[src/source/core_pkg.sv]
package core_pkg;

    typedef logic [31:0] word_t;      // data, address and pc
    typedef logic [4:0]  reg_addr_t;
    typedef logic [3:0]  byte_en_t;   // one bit per byte lane

    typedef enum logic [2:0] {
        ALU_ADD,
        ALU_SUB,
        ALU_SLT,
        ALU_AND,
        ALU_OR,
        ALU_MUL
    } alu_op_e;

    typedef enum logic [1:0] {
        SIZE_B,
        SIZE_H,
        SIZE_W
    } mem_size_e;

    // 3R format, opcode in inst[31:15]
    localparam logic [16:0] OP_ADD_W = 17'h00020;
    localparam logic [16:0] OP_SUB_W = 17'h00022;
    localparam logic [16:0] OP_SLT   = 17'h00024;
    localparam logic [16:0] OP_AND   = 17'h00029;
    localparam logic [16:0] OP_OR    = 17'h0002a;
    localparam logic [16:0] OP_MUL_W = 17'h00038;

    // 2RI12 format, opcode in inst[31:22]
    localparam logic [9:0] OP_ADDI_W = 10'h00a;
    localparam logic [9:0] OP_LD_B   = 10'h0a0;
    localparam logic [9:0] OP_LD_H   = 10'h0a1;
    localparam logic [9:0] OP_LD_W   = 10'h0a2;
    localparam logic [9:0] OP_ST_B   = 10'h0a4;
    localparam logic [9:0] OP_ST_H   = 10'h0a5;
    localparam logic [9:0] OP_ST_W   = 10'h0a6;
    localparam logic [9:0] OP_LD_BU  = 10'h0a8;
    localparam logic [9:0] OP_LD_HU  = 10'h0a9;

    // counter reads, opcode in inst[31:10] with rj zero
    localparam logic [21:0] OP_RDCNTVL_W = 22'h000018;
    localparam logic [21:0] OP_RDCNTVH_W = 22'h000019;

endpackage

[src/source/wb_stage.sv]
`timescale 1ns/1ps
module wb_stage import core_pkg::*; (
    input  logic      clk,
    input  logic      resetn,
    input  logic      mem_to_wb_valid,
    input  word_t     mem_pc,
    input  logic      mem_rf_we,
    input  reg_addr_t mem_rf_waddr,
    input  word_t     mem_result,
    input  logic      mem_excep_ale,
    output logic      wb_allowin,
    output logic      rf_we,
    output reg_addr_t rf_waddr,
    output word_t     rf_wdata,
    output logic      wb_valid,
    output word_t     wb_pc,
    output logic      wb_excep_ale,
    output logic      wb_dest_valid,
    output reg_addr_t wb_dest
);
    logic wb_rf_we_r;

    assign wb_allowin = 1'b1;   // retires every cycle

    always_ff @(posedge clk) begin
        if (!resetn) begin
            wb_valid <= 1'b0;
        end else begin
            wb_valid <= mem_to_wb_valid;
        end
    end

    always_ff @(posedge clk) begin
        if (mem_to_wb_valid) begin
            wb_pc        <= mem_pc;
            wb_rf_we_r   <= mem_rf_we;
            rf_waddr     <= mem_rf_waddr;
            rf_wdata     <= mem_result;
            wb_excep_ale <= mem_excep_ale;
        end
    end

    assign rf_we         = wb_valid && wb_rf_we_r && !wb_excep_ale;
    assign wb_dest_valid = rf_we;
    assign wb_dest       = rf_waddr;

endmodule
[config.mk]
export PLATFORM = sky130hd
export DESIGN_NAME = wb_stage
export DESIGN_NICKNAME = d
export VERILOG_FILES = /design/src/source/core_pkg.sv /design/src/source/wb_stage.sv
export SDC_FILE = /design/constraint.sdc
export NUM_CORES = 1
export LEC_CHECK = 0
export BUFFER_PORTS_ARGS = -buffer_cell sky130_fd_sc_hd__buf_2
export CORE_MARGIN = 3
export CORE_UTILIZATION = 45
export CTS_BUF_LIST = sky130_fd_sc_hd__clkbuf_8
export DETAILED_ROUTE_END_ITERATION = 16
export GPL_ROUTABILITY_DRIVEN = 0
export GPL_TIMING_DRIVEN = 1
export PLACE_DENSITY = 0.86
export SLEW_MARGIN = 30
export SYNTH_ARGS = -nofsm -noshare
export SYNTH_HDL_FRONTEND = slang
export SYNTH_SLANG_ARGS = --single-unit
[constraint.sdc]
create_clock -name clk -period 1.78 [get_ports clk]
set_input_delay 0.178 -clock clk [delete_from_list [all_inputs] [get_ports clk]]
set_output_delay 0.178 -clock clk [all_outputs]
set_load 0.01 [all_outputs]
==> results.md <==
- Outcome: finished, final reports clean
- Crit path DAT: 1.09 ns
- Ys async rst share: 0%
- Vias in the first global route: 1,403
- Gate Count Post-Synth: 82
- Peak supply drop: 0.636 mV
- CP Data Required Time: 1.60 ns
- Worst hold start: mem_pc[2]
- Gate power share: 10.9%
- Leakage: 1.55 nW
- Unique masters post-synth: 6
- Register area share after synthesis: 96.8%
- Power Density: 1030 mW/mm^2
- Slowest stage cell, crit path: edfxtp_1
- Final min period: 1.27 ns
- Syn_nets: 156
- Int Pwr: 0.00283 W
- H-tree levels: 3
- Biggest area consumer among synthesized cells: edfxtp_1
- Sum Neg Setup Slack: 0 ns
- CP max stage delay: 0.40 ns
- Net switching power: 0.000783 W
- Final Total Pwr: 0.00361 W
- Top FF cell, synth: edfxtp_1
- CP Launch Type: flip-flop
- Final period util: 71.2%
- # DRC: 0
- Hold_buf cts: 0
- Hold WC Path Type: in -> reg
- Post-synthesis cell area: 0.00222 mm^2
- CTS Sinks: 72
- GRT Total Usage: 18.8%
- Top cells by count, synth: 71 x edfxtp_1, 7 x buf_4
- Nets: 343
- Layout cells sized above 1: 59.5%
- Drt wl/cell: 17.9 um
- Maxcap violations: 0
- Clock Pin Slew Worst Setup and Hold Paths: 0.07 ns
- WS Path Type: reg -> out
- CORE AREA: 0.00456 mm^2
- First DRT Iteration DRCs: 145
- Total gr overflow: 0
- Slew Viols, Final: 0
- CTS tree: built
- IO Pins: 153
- Final ANT Viol Nets: 0
- CP Buf/Inv Count: 1
- Post-CTS resize count: 0
- Routed WL: 6080 um
- Fraction of power consumed by sequential logic: 56.8%
- Switch share: 21.7%
- CP Capture Type: output port
- CP delay by family, top: flip-flops
- Via density: 4.46
- Setup Fix Bufs, Post-CTS: 0
- Post-synth EDFFs: 71
- Die X: 76.3 um
- Die area: 0.00582 mm^2
- Clk pwr share: 32.4%
- Average size of a mapped cell: 27.1 um^2
- Die height: 76.3 um
- FP Rows: 24
- RSZ-0062 raised after global routing: no
- Synth Register Bits: 72
- Initial Util: 48.7%
- Final Setup Violations: 0
- Antenna violations before repair: 0
- Ranking of synthesized cells by area: edfxtp_1 96%, buf_4 2.4%, dfxtp_1 0.90%, and3b_1 0.39%, and2_1 0.28%
- Fmax: 789 MHz
- CTS buffer count: 9
- Vias: 1,512
- Fin. Hold Viols: 0
- Yosys warnings: 0
- Post-DP HPWL: 4010 um
- Largest net degree at the start of global routing: 73
- Hold Path Sink: wb_pc[2]$_DFFE_PP_
- Hold Slack: 0.0141 ns
- Clock Tree Root: clkbuf_8
- N_diodes: 0
- Crit-path cells: and3b_1 > buf_2
- Port Buffers: 151
- Post-synth top area share: 95.9%
- First-pass GRT wire length: 7860 um
- Area grow syn2layout: 58.1%
- First-pass iteration count of the detailed router: 5
- Count leader, synth: edfxtp_1
- CTS Buffer Depth: 2
- WHS Path Cells: 1
- Crit path max fanout: 2
metrics by stage:
step | area [um^2] | cells | setup WS (ns) | utilization [%]
detailed placement | 3030 | 292 | 0.796 | 66.3
global route | 3520 | 339 | 0.447 | 77.0
floorplan | 2220 | 82 | 0.759 | -
global placement | 3030 | 292 | 0.822 | 66.3
CTS | 3210 | 308 | 0.533 | 70.2
finish | 3520 | 339 | 0.513 | 77.0
layout by cell type (no fill, tap or decap):
cell / synthesis / routed
and2_1: 1 / 1
and3b_1: 1 / 1
buf_12: 0 / 1
buf_2: 0 / 151
bufinv_16: 0 / 1
clkbuf_8: 0 / 9
clkinv_1: 0 / 4
clkinv_2: 0 / 1
conb_1: 1 / 1
dfxtp_1: 1 / 1
dlygate4sd3_1: 0 / 31
edfxtp_1: 71 / 71
inv_1: 0 / 1
cell families (layout without fill, tap and decap cells):
kind of cell / after synthesis / after routing / synth area share (%)
flip-flops: 72 / 72 / 96.8
AND/OR/NAND/NOR: 2 / 2 / 0.676
other: 1 / 1 / 0.169
buffers and inverters: 7 / 199 / 2.36
power by group through the flow:
stage,Sequential (W),Clock (W),Combinational (W)
2_1_floorplan,0.00216,0,0.0000231
3_3_place_gp,0.00207,0,0.000325
3_5_place_dp,0.00208,0,0.000339
4_1_cts,0.00204,0.00118,0.000338
5_1_grt,0.00206,0.00130,0.000417
6_report,0.00205,0.00117,0.000393
final cells by class:
type                            instances  area, um^2
Sequential cell                        72        2150
Timing Repair Buffer                  183        1090
Clock inverter                          7        53.8
Clock buffer                            9         124
Multi-Input combinational cell          3        18.8
Fill cell                             284        1050
Tap cell                               65        81.3
routing by layer:
layer	vias up	wire [um]	track usage (%)
met5	-	0	0
met4	0	97	8.51
met3	12	516	10.3
met2	95	3300	31.6
met1	718	2160	19.1
li1	687	-	-
registers in the layout, indices dropped and copies added (netlist names):
register / flops
rf_wdata: 32
wb_pc: 32
rf_waddr: 5
wb_excep_ale: 1
wb_rf_we_r: 1
wb_valid: 1
how the worst max path moves through the flow:
stage                                        to  depth (start not counted)              startpoint
final                                     rf_we                          2  wb_excep_ale$_DFFE_PP_
after global routing              wb_dest_valid                          2  wb_excep_ale$_DFFE_PP_
after CTS                                 rf_we                          2  wb_excep_ale$_DFFE_PP_
after detailed placement    wb_pc[12]$_DFFE_PP_                          2         mem_to_wb_valid
after global placement    rf_wdata[5]$_DFFE_PP_                          2         mem_to_wb_valid
after floorplan                   wb_dest_valid                          2  wb_excep_ale$_DFFE_PP_
Power figures use the tool's default switching activity.
