`src/source/core_pkg.sv`:
```
package core_pkg;

    typedef logic [31:0] word_t;      // data, address and pc
    typedef logic [4:0]  reg_addr_t;
    typedef logic [3:0]  byte_en_t;   // one bit per byte lane

    typedef enum logic [2:0] {
        ALU_ADD,
        ALU_SUB,
        ALU_SLT,
        ALU_AND,
        ALU_OR,
        ALU_MUL
    } alu_op_e;

    typedef enum logic [1:0] {
        SIZE_B,
        SIZE_H,
        SIZE_W
    } mem_size_e;

    // 3R format, opcode in inst[31:15]
    localparam logic [16:0] OP_ADD_W = 17'h00020;
    localparam logic [16:0] OP_SUB_W = 17'h00022;
    localparam logic [16:0] OP_SLT   = 17'h00024;
    localparam logic [16:0] OP_AND   = 17'h00029;
    localparam logic [16:0] OP_OR    = 17'h0002a;
    localparam logic [16:0] OP_MUL_W = 17'h00038;

    // 2RI12 format, opcode in inst[31:22]
    localparam logic [9:0] OP_ADDI_W = 10'h00a;
    localparam logic [9:0] OP_LD_B   = 10'h0a0;
    localparam logic [9:0] OP_LD_H   = 10'h0a1;
    localparam logic [9:0] OP_LD_W   = 10'h0a2;
    localparam logic [9:0] OP_ST_B   = 10'h0a4;
    localparam logic [9:0] OP_ST_H   = 10'h0a5;
    localparam logic [9:0] OP_ST_W   = 10'h0a6;
    localparam logic [9:0] OP_LD_BU  = 10'h0a8;
    localparam logic [9:0] OP_LD_HU  = 10'h0a9;

    // counter reads, opcode in inst[31:10] with rj zero
    localparam logic [21:0] OP_RDCNTVL_W = 22'h000018;
    localparam logic [21:0] OP_RDCNTVH_W = 22'h000019;

endpackage

```
`src/source/mem_stage.sv`:
```
`timescale 1ns/1ps
module mem_stage import core_pkg::*; (
    input  logic       clk,
    input  logic       resetn,
    input  logic       ex_to_mem_valid,
    input  word_t      ex_pc,
    input  word_t      ex_result,
    input  logic       ex_rf_we,
    input  reg_addr_t  ex_rf_waddr,
    input  logic       ex_load,
    input  mem_size_e  ex_mem_size,
    input  logic       ex_load_unsigned,
    input  logic [1:0] ex_byte_off,
    input  logic       ex_excep_ale,
    output logic       mem_allowin,
    input  logic       wb_allowin,
    input  word_t      rdata,
    output logic       mem_to_wb_valid,
    output word_t      mem_pc,
    output logic       mem_rf_we,
    output reg_addr_t  mem_rf_waddr,
    output word_t      mem_result,
    output logic       mem_excep_ale,
    output logic       mem_dest_valid,
    output reg_addr_t  mem_dest
);
    logic       mem_valid, mem_load, mem_load_unsigned;
    mem_size_e  mem_size;
    logic [1:0] mem_byte_off;
    word_t      ex_result_r, load_data;
    logic [7:0] load_byte;
    logic [15:0] load_half;

    assign mem_allowin     = !mem_valid || wb_allowin;   // one cycle here
    assign mem_to_wb_valid = mem_valid;
    assign mem_dest_valid  = mem_valid && mem_rf_we;
    assign mem_dest        = mem_rf_waddr;

    always_ff @(posedge clk) begin
        if (!resetn) begin
            mem_valid <= 1'b0;
        end else if (mem_allowin) begin
            mem_valid <= ex_to_mem_valid;
        end
    end

    always_ff @(posedge clk) begin
        if (ex_to_mem_valid && mem_allowin) begin
            mem_pc            <= ex_pc;
            ex_result_r       <= ex_result;
            mem_rf_we         <= ex_rf_we;
            mem_rf_waddr      <= ex_rf_waddr;
            mem_load          <= ex_load;
            mem_size          <= ex_mem_size;
            mem_load_unsigned <= ex_load_unsigned;
            mem_byte_off      <= ex_byte_off;
            mem_excep_ale     <= ex_excep_ale;
        end
    end

    assign load_byte = rdata[{mem_byte_off, 3'b000} +: 8];
    assign load_half = rdata[{mem_byte_off[1], 4'b0000} +: 16];

    always_comb begin
        case (mem_size)
            SIZE_B:  load_data = {{24{load_byte[7] && !mem_load_unsigned}}, load_byte};
            SIZE_H:  load_data = {{16{load_half[15] && !mem_load_unsigned}}, load_half};
            default: load_data = rdata;
        endcase
    end

    assign mem_result = (mem_load && !mem_excep_ale) ? load_data : ex_result_r;

endmodule

```
`config.mk`:
```
export PLATFORM = sky130hd
export DESIGN_NAME = mem_stage
export DESIGN_NICKNAME = d
export VERILOG_FILES = /design/src/source/core_pkg.sv /design/src/source/mem_stage.sv
export SDC_FILE = /design/constraint.sdc
export NUM_CORES = 1
export LEC_CHECK = 0
export ABC_AREA = 1
export BUFFER_PORTS_ARGS = -buffer_cell sky130_fd_sc_hd__buf_2
export CORE_MARGIN = 10
export CORE_UTILIZATION = 48
export DETAILED_ROUTE_END_ITERATION = 7
export PLACE_DENSITY = 0.86
export SLEW_MARGIN = 20
export SYNTH_ARGS = -nofsm -noshare
export SYNTH_HDL_FRONTEND = slang
export SYNTH_SLANG_ARGS = --single-unit
```
`constraint.sdc`:
```
create_clock -name clk -period 13.07 [get_ports clk]
set_clock_uncertainty 0.05 [all_clocks]
set_input_delay 1.307 -clock clk [delete_from_list [all_inputs] [get_ports clk]]
set_output_delay 1.307 -clock clk [all_outputs]
set_load 0.01 [all_outputs]
```
==> summary.txt <==
Clock network
  • H-tree depth: 3
  • CTS tree: done
  • Clock latency on the worst-skew pair: between 0.3 and 0.4 ns
  • Cts repair resizes: 0
  • Postcts setup bufs: 0
  • Hold_buf cts: 0
  • Clk pin slew, worst setup/hold paths: 0.08 ns
  • CTS buffer count: 9
  • Clk sinks: 78
  • Root Driver: clkbuf_8
  • Max clock buf depth: 2

Placement
  • Final HPWL DP: ~9100 µm
  • Placed cell areas: around 4500 µm²
  • Port Buf Inserts: 191
  • Routability congestion estimate: approximately 0.84
  • Worst slack at placement: ~9.4 ns

GRT
  • GRT overflow: 0
  • First-pass GRT wire length: between 15,000 and 20,000 µm
  • Initial antenna violation count: 2
  • Largest net degree at the start of global routing: 44
  • Number of global-route vias before repair: 3,184
  • GRT Util Overall: 0.2036

STA
  • Hold WS: between 0.5 and 0.6 ns
  • Setup slack after layout: approximately 9.2 ns
  • RSZ-0062 raised after global routing: no
  • Final worst path period share: 0.2923
  • Final setup fails: 0
  • Slew headroom: 0.4865
  • Final Hold Fails: 0
  • Post-layout min period: approximately 3.8 ns
  • F_max: 0.2618 GHz
  • Slew Limit Fails: 0
  • Worst Max-Slew Pin Slew: slightly below 0.8 ns
  • Final setup TNS: 0 ns

Route
  • DR WL met2: 6373 µm
  • Post-DRT Antenna Nets: 0
  • DRT Wirelength: 11,980 µm
  • DRT iter0 DRCs: 214
  • # DRC: 0
  • Vias: slightly above 3,000
  • Max Used Layer: met5
  • Drt first pass iters: 5
  • Met1 Routed Length: 4076 µm
  • Post-detailed-route wirelength per cell: between 15 and 20 µm
  • Vias per cell: just over 5
  • WL met3: 1291 µm

Cells and area
  • Area occupied by multi-input gates: 953.4 µm²
  • Layout cell share with drive strength beyond 1: 0.4576
  • Layout area overhead: 35.15%
  • Fin util: 0.6812
  • Register Area: 2332 µm²
  • Fillers: 550
  • Design area: 4705 µm²
  • Final #Nets: roughly 620

Synthesis
  • Mapped Cells: 316
  • Largest area contributor in the netlist: edfxtp_1
  • FF+latch count, synth: slightly below 80
  • Share of Yosys cell area claimed by the top area cell type: 0.6643
  • Top-count cell post-synth: nand2_1
  • Synth unique cells: 25
  • Fraction of registers with async set/reset: 0
  • Post-synthesis sequential area ratio: 0.6700
  • Post-synth EDFFs: between 70 and 80
  • Post-synth top cells: 87 x nand2_1, 77 x edfxtp_1, 39 x a21oi_1
  • Syn_nets: between 400 and 500
  • Synth warn: 0
  • Synth Flop Type: edfxtp_1
  • Mapped Avg Cell Area: around 11 µm²
  • Area contributors post-synth: edfxtp_1 66%, nand2_1 9.4%, a21oi_1 5.6%, o21ai_0 3.0%, a21oi_2 2.3%
  • Synthesized area: between 3000 and 4000 µm²

Critical path
  • CP max FO: 39
  • Max stage delay on crit path: between 0.5 and 0.6 ns
  • Kind of start point of the critical path: register
  • Crit. End Element: output port
  • Crit path required time: between 10 and 15 ns
  • Worst endpoint data arrival time: ~2.5 ns
  • Crit-path cells: nor2_4 -> inv_2 -> a21oi_1 -> nand3_1 -> o21ai_0 -> inv_1 -> buf_2
  • Slowest cell on the critical path: nor2_4
  • CP bufs+invs: 3
  • WS Path Type: register to output port
  • Largest delay share family, worst path: simple AND/OR/NAND/NOR gates

Floorplanning
  • Die Width: 105.2 µm
  • Die ar.: roughly 11,000 µm²
  • Core area: between 6000 and 7000 µm²
  • Row count: 30
  • Initial core utilization: 0.5040
  • Ports: 192
  • Die Height: ~110 µm

Power and ir drop
  • Worst vdd ir: between 100 and 150 µV
  • Pleak: between 2 and 2.5 nW
  • PwrDens: 122.8 nW/µm²

Status
  • Status: complete, no violations

Run
  • Max-Cap Viols: 0

Worst hold path
  • Hold Path Class: register to register
==> logic make-up (layout without fill, tap and decap cells) <==
group	count (synthesis)	after routing	synth area share
and+or+nand+nor	123	123	0.1524
DFF	78	78	0.6700
other	0	1	0
AOI/OAI and AO/OA	72	72	0.1183
buffers and inverters	43	234	0.05931
==> path summary, 6_finish.rpt <==
| path | start | endpoint | slack, ns | cells past startpoint |
|---|---|---|---|---|
| hold / removal | mem_to_wb_valid$_SDFFE_PN0N_ | mem_to_wb_valid$_SDFFE_PN0N_ | 0.58 | 2 |
| setup reg to reg | mem_to_wb_valid$_SDFFE_PN0N_ | ex_result_r[16]$_DFFE_PP_ | 11.15 | 3 |
| setup / recovery | mem_excep_ale$_DFFE_PP_ | mem_result[6] | 9.25 | 7 |
| hold reg to reg | mem_to_wb_valid$_SDFFE_PN0N_ | mem_to_wb_valid$_SDFFE_PN0N_ | 0.58 | 2 |
==> cell usage in the layout, fill, tap and decap left out <==
cell type     n
nand2_2       2
nor2_8        1
clkinvlp_4    3
a21oi_1      38
a21boi_0      1
dfxtp_1       1
nand3_2       1
bufinv_16     1
clkbuf_8      9
buf_2       191
nand2_4       1
edfxtp_1     77
nor2_1       21
inv_2         3
o21ai_0      21
a21oi_4       2
inv_1        20
inv_6         4
nor2_4        1
a21oi_2       9
nand2_1      87
buf_16        1
diode_2       1
buf_4         2
o22a_1        1
nand3_1       8
nand2_8       1
==> metrics by stage <==
step                instances  power, mW
floorplan                 316     0.3497
global placement          586     0.3888
detailed placement        586     0.3923
CTS                       602     0.5731
global route              604     0.6005
finish                    604     0.5776
==> worst register-to-register path: stages (launching register included) <==
cell     delay, ns
dfxtp_1       0.38
a21oi_4       0.39
buf_16        0.24
buf_4         0.50
==> area by class of cell <==
class | count | share of cell area
Antenna cell | 1 | 0.0005319
Clock buffer | 9 | 0.02633
Clock inverter | 7 | 0.01676
Inverter | 24 | 0.02021
Multi-Input combinational cell | 195 | 0.2027
Sequential cell | 78 | 0.4957
Tap cell | 96 | 0.02553
Timing Repair Buffer | 194 | 0.2122
==> state kept, by name (all words and copies together) (netlist names) <==
name and flops:
mem_pc 32, mem_rf_we 1, mem_dest 5, mem_load_unsigned 1, ex_result_r 32, mem_byte_off 2
mem_load 1, mem_excep_ale 1, mem_to_wb_valid 1, mem_size 2
==> report_power, final <==
part | switching (mW) | internal (mW)
Sequential | 0.00602 | 0.292
Clock | 0.0990 | 0.0904
Combinational | 0.0537 | 0.0364
==> metal layers <==
layer,GRT usage,vias up
met3,0.08047,25
met2,0.3803,172
li1,-,1450
met5,0,-
met4,0.06275,2
met1,0.2008,1401
(Power assumes the default switching activity.)
