--- config.mk ---
export PLATFORM = sky130hd
export DESIGN_NAME = id_stage
export DESIGN_NICKNAME = d
export VERILOG_FILES = /design/src/source/core_pkg.sv /design/src/source/id_stage.sv
export SDC_FILE = /design/constraint.sdc
export NUM_CORES = 2
export LEC_CHECK = 0
export BUFFER_PORTS_ARGS = -buffer_cell sky130_fd_sc_hd__buf_2
export CAP_MARGIN = 20
export CORE_MARGIN = 4
export CORE_UTILIZATION = 55
export DETAILED_ROUTE_END_ITERATION = 6
export GPL_ROUTABILITY_DRIVEN = 0
export HOLD_SLACK_MARGIN = 0.08
export PLACE_DENSITY = 0.77
export SYNTH_ARGS = -nofsm -noshare
export SYNTH_HDL_FRONTEND = slang
export SYNTH_SLANG_ARGS = --single-unit
export TNS_END_PERCENT = 50
--- constraint.sdc ---
create_clock -name clk -period 7.6 [get_ports clk]
set_clock_uncertainty 0.15 [all_clocks]
set_input_delay 0.76 -clock clk [delete_from_list [all_inputs] [get_ports clk]]
set_output_delay 0.76 -clock clk [all_outputs]
set_load 0.03 [all_outputs]
--- src/source/core_pkg.sv ---
package core_pkg;

    typedef logic [31:0] word_t;      // data, address and pc
    typedef logic [4:0]  reg_addr_t;
    typedef logic [3:0]  byte_en_t;   // one bit per byte lane

    typedef enum logic [2:0] {
        ALU_ADD,
        ALU_SUB,
        ALU_SLT,
        ALU_AND,
        ALU_OR,
        ALU_MUL
    } alu_op_e;

    typedef enum logic [1:0] {
        SIZE_B,
        SIZE_H,
        SIZE_W
    } mem_size_e;

    // 3R format, opcode in inst[31:15]
    localparam logic [16:0] OP_ADD_W = 17'h00020;
    localparam logic [16:0] OP_SUB_W = 17'h00022;
    localparam logic [16:0] OP_SLT   = 17'h00024;
    localparam logic [16:0] OP_AND   = 17'h00029;
    localparam logic [16:0] OP_OR    = 17'h0002a;
    localparam logic [16:0] OP_MUL_W = 17'h00038;

    // 2RI12 format, opcode in inst[31:22]
    localparam logic [9:0] OP_ADDI_W = 10'h00a;
    localparam logic [9:0] OP_LD_B   = 10'h0a0;
    localparam logic [9:0] OP_LD_H   = 10'h0a1;
    localparam logic [9:0] OP_LD_W   = 10'h0a2;
    localparam logic [9:0] OP_ST_B   = 10'h0a4;
    localparam logic [9:0] OP_ST_H   = 10'h0a5;
    localparam logic [9:0] OP_ST_W   = 10'h0a6;
    localparam logic [9:0] OP_LD_BU  = 10'h0a8;
    localparam logic [9:0] OP_LD_HU  = 10'h0a9;

    // counter reads, opcode in inst[31:10] with rj zero
    localparam logic [21:0] OP_RDCNTVL_W = 22'h000018;
    localparam logic [21:0] OP_RDCNTVH_W = 22'h000019;

endpackage

--- src/source/id_stage.sv ---
`timescale 1ns/1ps
module id_stage import core_pkg::*; (
    input  logic      clk,
    input  logic      resetn,
    input  logic      inst_valid,
    input  word_t     inst,
    input  word_t     inst_pc,
    output logic      inst_allowin,
    input  logic      ex_allowin,
    output logic      id_to_ex_valid,
    output word_t     id_pc,
    output alu_op_e   id_alu_op,
    output word_t     id_src1,
    output word_t     id_src2,
    output word_t     id_rkd_value,
    output logic      id_rf_we,
    output reg_addr_t id_rf_waddr,
    output logic      id_load,
    output logic      id_store,
    output mem_size_e id_mem_size,
    output logic      id_load_unsigned,
    output logic      id_read_counter,
    output logic      id_counter_high,
    input  logic      ex_dest_valid,
    input  reg_addr_t ex_dest,
    input  logic      mem_dest_valid,
    input  reg_addr_t mem_dest,
    input  logic      wb_dest_valid,
    input  reg_addr_t wb_dest,
    input  logic      rf_we,
    input  reg_addr_t rf_waddr,
    input  word_t     rf_wdata
);
    logic        id_valid;
    word_t       id_inst;
    logic        hazard;
    logic [16:0] op3r;
    logic [9:0]  op12;
    reg_addr_t   rd, rj, rk, raddr2;
    logic        is_add, is_sub, is_slt, is_and, is_or, is_mul, is_3r, is_addi;
    logic        is_ld_b, is_ld_h, is_ld_w, is_ld_bu, is_ld_hu, is_st_b, is_st_h, is_st_w;
    logic        is_cnt_l, is_cnt_h, inst_known;
    word_t       rdata1, rdata2, imm12;
    word_t       rf [32];

    assign inst_allowin   = !id_valid || (!hazard && ex_allowin);
    assign id_to_ex_valid = id_valid && !hazard;

    always_ff @(posedge clk) begin
        if (!resetn) begin
            id_valid <= 1'b0;
        end else if (inst_allowin) begin
            id_valid <= inst_valid;
        end
    end

    always_ff @(posedge clk) begin
        if (inst_valid && inst_allowin) begin
            id_inst <= inst;
            id_pc   <= inst_pc;
        end
    end

    assign op3r = id_inst[31:15];
    assign op12 = id_inst[31:22];
    assign rd   = id_inst[4:0];
    assign rj   = id_inst[9:5];
    assign rk   = id_inst[14:10];

    assign is_add   = op3r == OP_ADD_W;
    assign is_sub   = op3r == OP_SUB_W;
    assign is_slt   = op3r == OP_SLT;
    assign is_and   = op3r == OP_AND;
    assign is_or    = op3r == OP_OR;
    assign is_mul   = op3r == OP_MUL_W;
    assign is_addi  = op12 == OP_ADDI_W;
    assign is_ld_b  = op12 == OP_LD_B;
    assign is_ld_h  = op12 == OP_LD_H;
    assign is_ld_w  = op12 == OP_LD_W;
    assign is_ld_bu = op12 == OP_LD_BU;
    assign is_ld_hu = op12 == OP_LD_HU;
    assign is_st_b  = op12 == OP_ST_B;
    assign is_st_h  = op12 == OP_ST_H;
    assign is_st_w  = op12 == OP_ST_W;
    assign is_cnt_l = id_inst[31:10] == OP_RDCNTVL_W && rj == '0;
    assign is_cnt_h = id_inst[31:10] == OP_RDCNTVH_W && rj == '0;

    assign is_3r            = is_add | is_sub | is_slt | is_and | is_or | is_mul;
    assign id_load          = is_ld_b | is_ld_h | is_ld_w | is_ld_bu | is_ld_hu;
    assign id_store         = is_st_b | is_st_h | is_st_w;
    assign id_load_unsigned = is_ld_bu | is_ld_hu;
    assign id_read_counter  = is_cnt_l | is_cnt_h;
    assign id_counter_high  = is_cnt_h;
    assign inst_known       = is_3r | is_addi | id_load | id_store | id_read_counter;

    assign id_mem_size = (is_ld_b | is_ld_bu | is_st_b) ? SIZE_B :
                         (is_ld_h | is_ld_hu | is_st_h) ? SIZE_H : SIZE_W;
    assign id_alu_op   = is_sub ? ALU_SUB :
                         is_slt ? ALU_SLT :
                         is_and ? ALU_AND :
                         is_or  ? ALU_OR  :
                         is_mul ? ALU_MUL : ALU_ADD;   // loads and stores add too

    assign id_rf_we    = is_3r | is_addi | id_load | id_read_counter;
    assign id_rf_waddr = rd;

    // stores read rd as data on the second port
    assign raddr2 = id_store ? rd : rk;
    assign rdata1 = (rj == '0) ? '0 : (rf_we && rf_waddr == rj) ? rf_wdata : rf[rj];
    assign rdata2 = (raddr2 == '0) ? '0 : (rf_we && rf_waddr == raddr2) ? rf_wdata : rf[raddr2];
    assign imm12  = {{20{id_inst[21]}}, id_inst[21:10]};

    assign id_src1      = rdata1;
    assign id_src2      = is_3r ? rdata2 : imm12;
    assign id_rkd_value = rdata2;

    always_ff @(posedge clk) begin
        if (rf_we) begin
            rf[rf_waddr] <= rf_wdata;
        end
    end

    // no forwarding, so wait for every older writer to leave
    function automatic logic in_flight(reg_addr_t r);
        return r != '0 && ((ex_dest_valid && ex_dest == r) ||
                           (mem_dest_valid && mem_dest == r) ||
                           (wb_dest_valid && wb_dest == r));
    endfunction

    always_comb begin
        hazard = in_flight(rj) || ((is_3r || id_store) && in_flight(raddr2));
    end

    assert property (@(posedge clk) disable iff (!resetn) id_valid |-> inst_known)
        else $error("unknown opcode %h in decode", id_inst);

endmodule

==> out/qor.txt <==
status = complete, no violations
fin nets = 4098
Final Non-Filler Cells = 5321
slowest cell delay on critical path = 0.89 ns
CP startpoint kind = register
PwrDens = 240 nW/µm²
fraction of registers with async set/reset = 0%
Post-route DRC = 0
Mapped Nets = 3904
htree depth = 3
period utilization = 89.8%
drt via density = 7.18
Avg Cell Area, Syn = 13.8 µm²
Seq pwr share = 48.5%
clock network fraction of total power = 37.9%
Crit-path slowest cell = nor2_4
largest net degree at the start of global routing = 143
first-pass GRT wire length = 249 mm
Bufs and invs on worst path = 3
top post-synthesis cells by count = edfxtp_1, nand2_1, mux4_2
vias in the first global route = 37348
Switch Pwr = 3710 µW
critical path class = register to output pin
Hold Crit Start = inst_pc[13]
clk slew on worst S/H paths = 0.06 ns
Starting Density = 55.7%
Die Area = 100000 µm²
worst setup path startpoint = id_inst[23]$_DFFE_PP_
total gr overflow = 0
area leader, netlist = edfxtp_1
clk buf depth = 3
LEAKAGE = 0.0199 µW
worst slew pin tran = 1.22 ns
Post-Syn Instances = 3780
Top FF cell, synth = edfxtp_1
Hold Slack = 0.108 ns
Fill cells = 6465
antenna-violating nets left = 0
final setup violation count = 0
Sum Neg Setup Slack = 0 ns
Buffers on Ports = 269
clock sink count = 1094
wire length per cell = 32.8 µm
Placed Cells = 5080
post-synthesis sequential area ratio = 62.8%
Die X = 316 µm
synthesized area = 52300 µm²
DRT Pass-1 Iters = 7
Slew HR = 18.4%
CP Max Fanout = 26
maximum clock frequency = 0.146 GHz
post-synthesis register bit count = 1094
crit-path cells = a21boi_1 > nand4b_4 > inv_2 > mux2_2 > nor2_4 > buf_4 > a31oi_1 > nand4_1 > nand3_1 > a22oi_1 > o21ai_0 > buf_2
combinational share of power = 13.6%
Detailed Route Iter0 Violations = 6944
setup bufs post-CTS = 0
max-cap viol count = 0
DP HPWL = 101 mm
Unique masters post-synth = 62
die height = 316 µm
clk root buf = clkbuf_16
RSZ-0062 raised after global routing = no
worst ir drop on vdd = 209 µV
most common cell in the synthesized netlist = edfxtp_1
Min-Delay Path Class = input pin to register
switching share of total power = 26.2%
Routed Wire Length = 175 mm
CP endpoint kind = output pin
top cells by area, synth = edfxtp_1, mux4_2, nand2_1
layout cells sized above 1 = 22.3%
Worst Path Required = 6.69 ns
final hold violations = 0
CTS tree = done
Synth top area share = 62.5%
# IOs = 270
Data arrival, critical path = 5.92 ns
CTS Buf Count = 110
worst skew pair latency = 0.72 ns
reg2reg start = id_inst[23]$_DFFE_PP_
synth warn = 0
Vias = 38181
Tmin final = 6.83 ns
Layout Utilization = 62.9%
Post-synth EDFFs = 1088
antenna violations before repair = 13
cell internal pwr = 10400 µW
row count = 112
fin. max-slew vios = 0
Synth-to-Final Area Change = 12.9%
CP top delay family = simple AND/OR/NAND/NOR gates
Core Footprint = 93700 µm²
GRT Total Usage = 34.4%
[flip-flops by register name, indices dropped and copies added (netlist names), named ones only]
name,flops
id_inst,32
id_valid,1
id_pc,32
rf,1024
[stage by stage]
stage          cell area (µm²)  power, µW  setup WS (ns)
5_1_grt                  59000      14500          0.660
3_3_place_gp             55000       8790           1.61
3_5_place_dp             55100       8830           1.66
6_report                 59000      14100          0.774
2_1_floorplan            52300       8110           3.39
4_1_cts                  58900      14100          0.952
[layout make-up]
cell class	instances	area [µm²]	share of cell area, %
Clock inverter	65	662	1.12
Inverter	13	48.8	0.0827
Timing Repair Buffer	392	2540	4.31
Tap cell	1254	1570	2.66
Sequential cell	1094	32800	55.6
Multi-Input combinational cell	2363	18500	31.4
Clock buffer	132	2840	4.81
Antenna cell	8	20.0	0.0339
[worst register-to-register path, delay by kind of cell (launching register included)]
kind	cells	cell delay (ns)
DFF	1	0.47
buffers and inverters	3	1.78
AOI/OAI and AO/OA	3	0.91
muxes	1	0.69
xor gates and xnor gates	1	0.20
and+or+nand+nor	2	0.48
[layer usage]
layer | vias up | wire length, µm | part of all wire, % | GRT usage [%]
li1 | 15121 | - | - | -
met1 | 18594 | 55600 | 32 | 44.2
met2 | 3703 | 79700 | 46 | 52.2
met3 | 761 | 27100 | 16 | 10.2
met4 | 2 | 12200 | 7.0 | 21.0
met5 | - | 10 | 0.0057 | 0
[worst paths after layout]
kind                            to  slack (ns)  cells after the start
max                     id_src2[6]        0.77                     12
max reg2reg    id_pc[14]$_DFFE_PP_        2.57                     10
min reg2reg  id_valid$_SDFFE_PN0P_        0.56                      3
min            id_pc[13]$_DFFE_PP_        0.11                      1
[power by group through the flow]
stage	sequential, µW	clock [µW]	combinational, µW
5_1_grt	6850	5640	1990
3_3_place_gp	6960	0	1830
6_report	6850	5360	1920
2_1_floorplan	6920	0	1200
3_5_place_dp	6970	0	1860
4_1_cts	6840	5370	1880
[cell usage in the layout (no fill, tap or decap), drive strengths merged, types with 11 or more instances in the layout]
| master | n |
|---|---|
| xor2 | 26 |
| nor4 | 11 |
| edfxtp | 1088 |
| xnor2 | 18 |
| a21oi | 114 |
| inv | 18 |
| nor3 | 11 |
| nor2 | 96 |
| buf | 358 |
| mux4 | 320 |
| a31oi | 148 |
| o21a | 24 |
| nand4 | 38 |
| a221o | 21 |
| a32oi | 53 |
| clkinv | 47 |
| a211oi | 33 |
| nand3 | 253 |
| nand2 | 921 |
| and2 | 23 |
| o21ai | 16 |
| clkbuf | 132 |
| dlygate4sd3 | 34 |
| o22ai | 22 |
| mux2i | 107 |
| o311a | 42 |
[cells by family after synthesis]
family,after synthesis,synth area share (%)
flops,1094,62.8
xor+xnor,44,0.738
mux,436,16.1
compound gates,505,6.75
simple gates,1378,11.1
buf+inv,323,2.55
[what timing repair did]
action | 4_1_cts | 5_1_grt
gates resized for setup | 0 | 0
hold buffers | 34 | 0
hold endpoints to repair | 34 | 0
(Power assumes the default switching activity.)
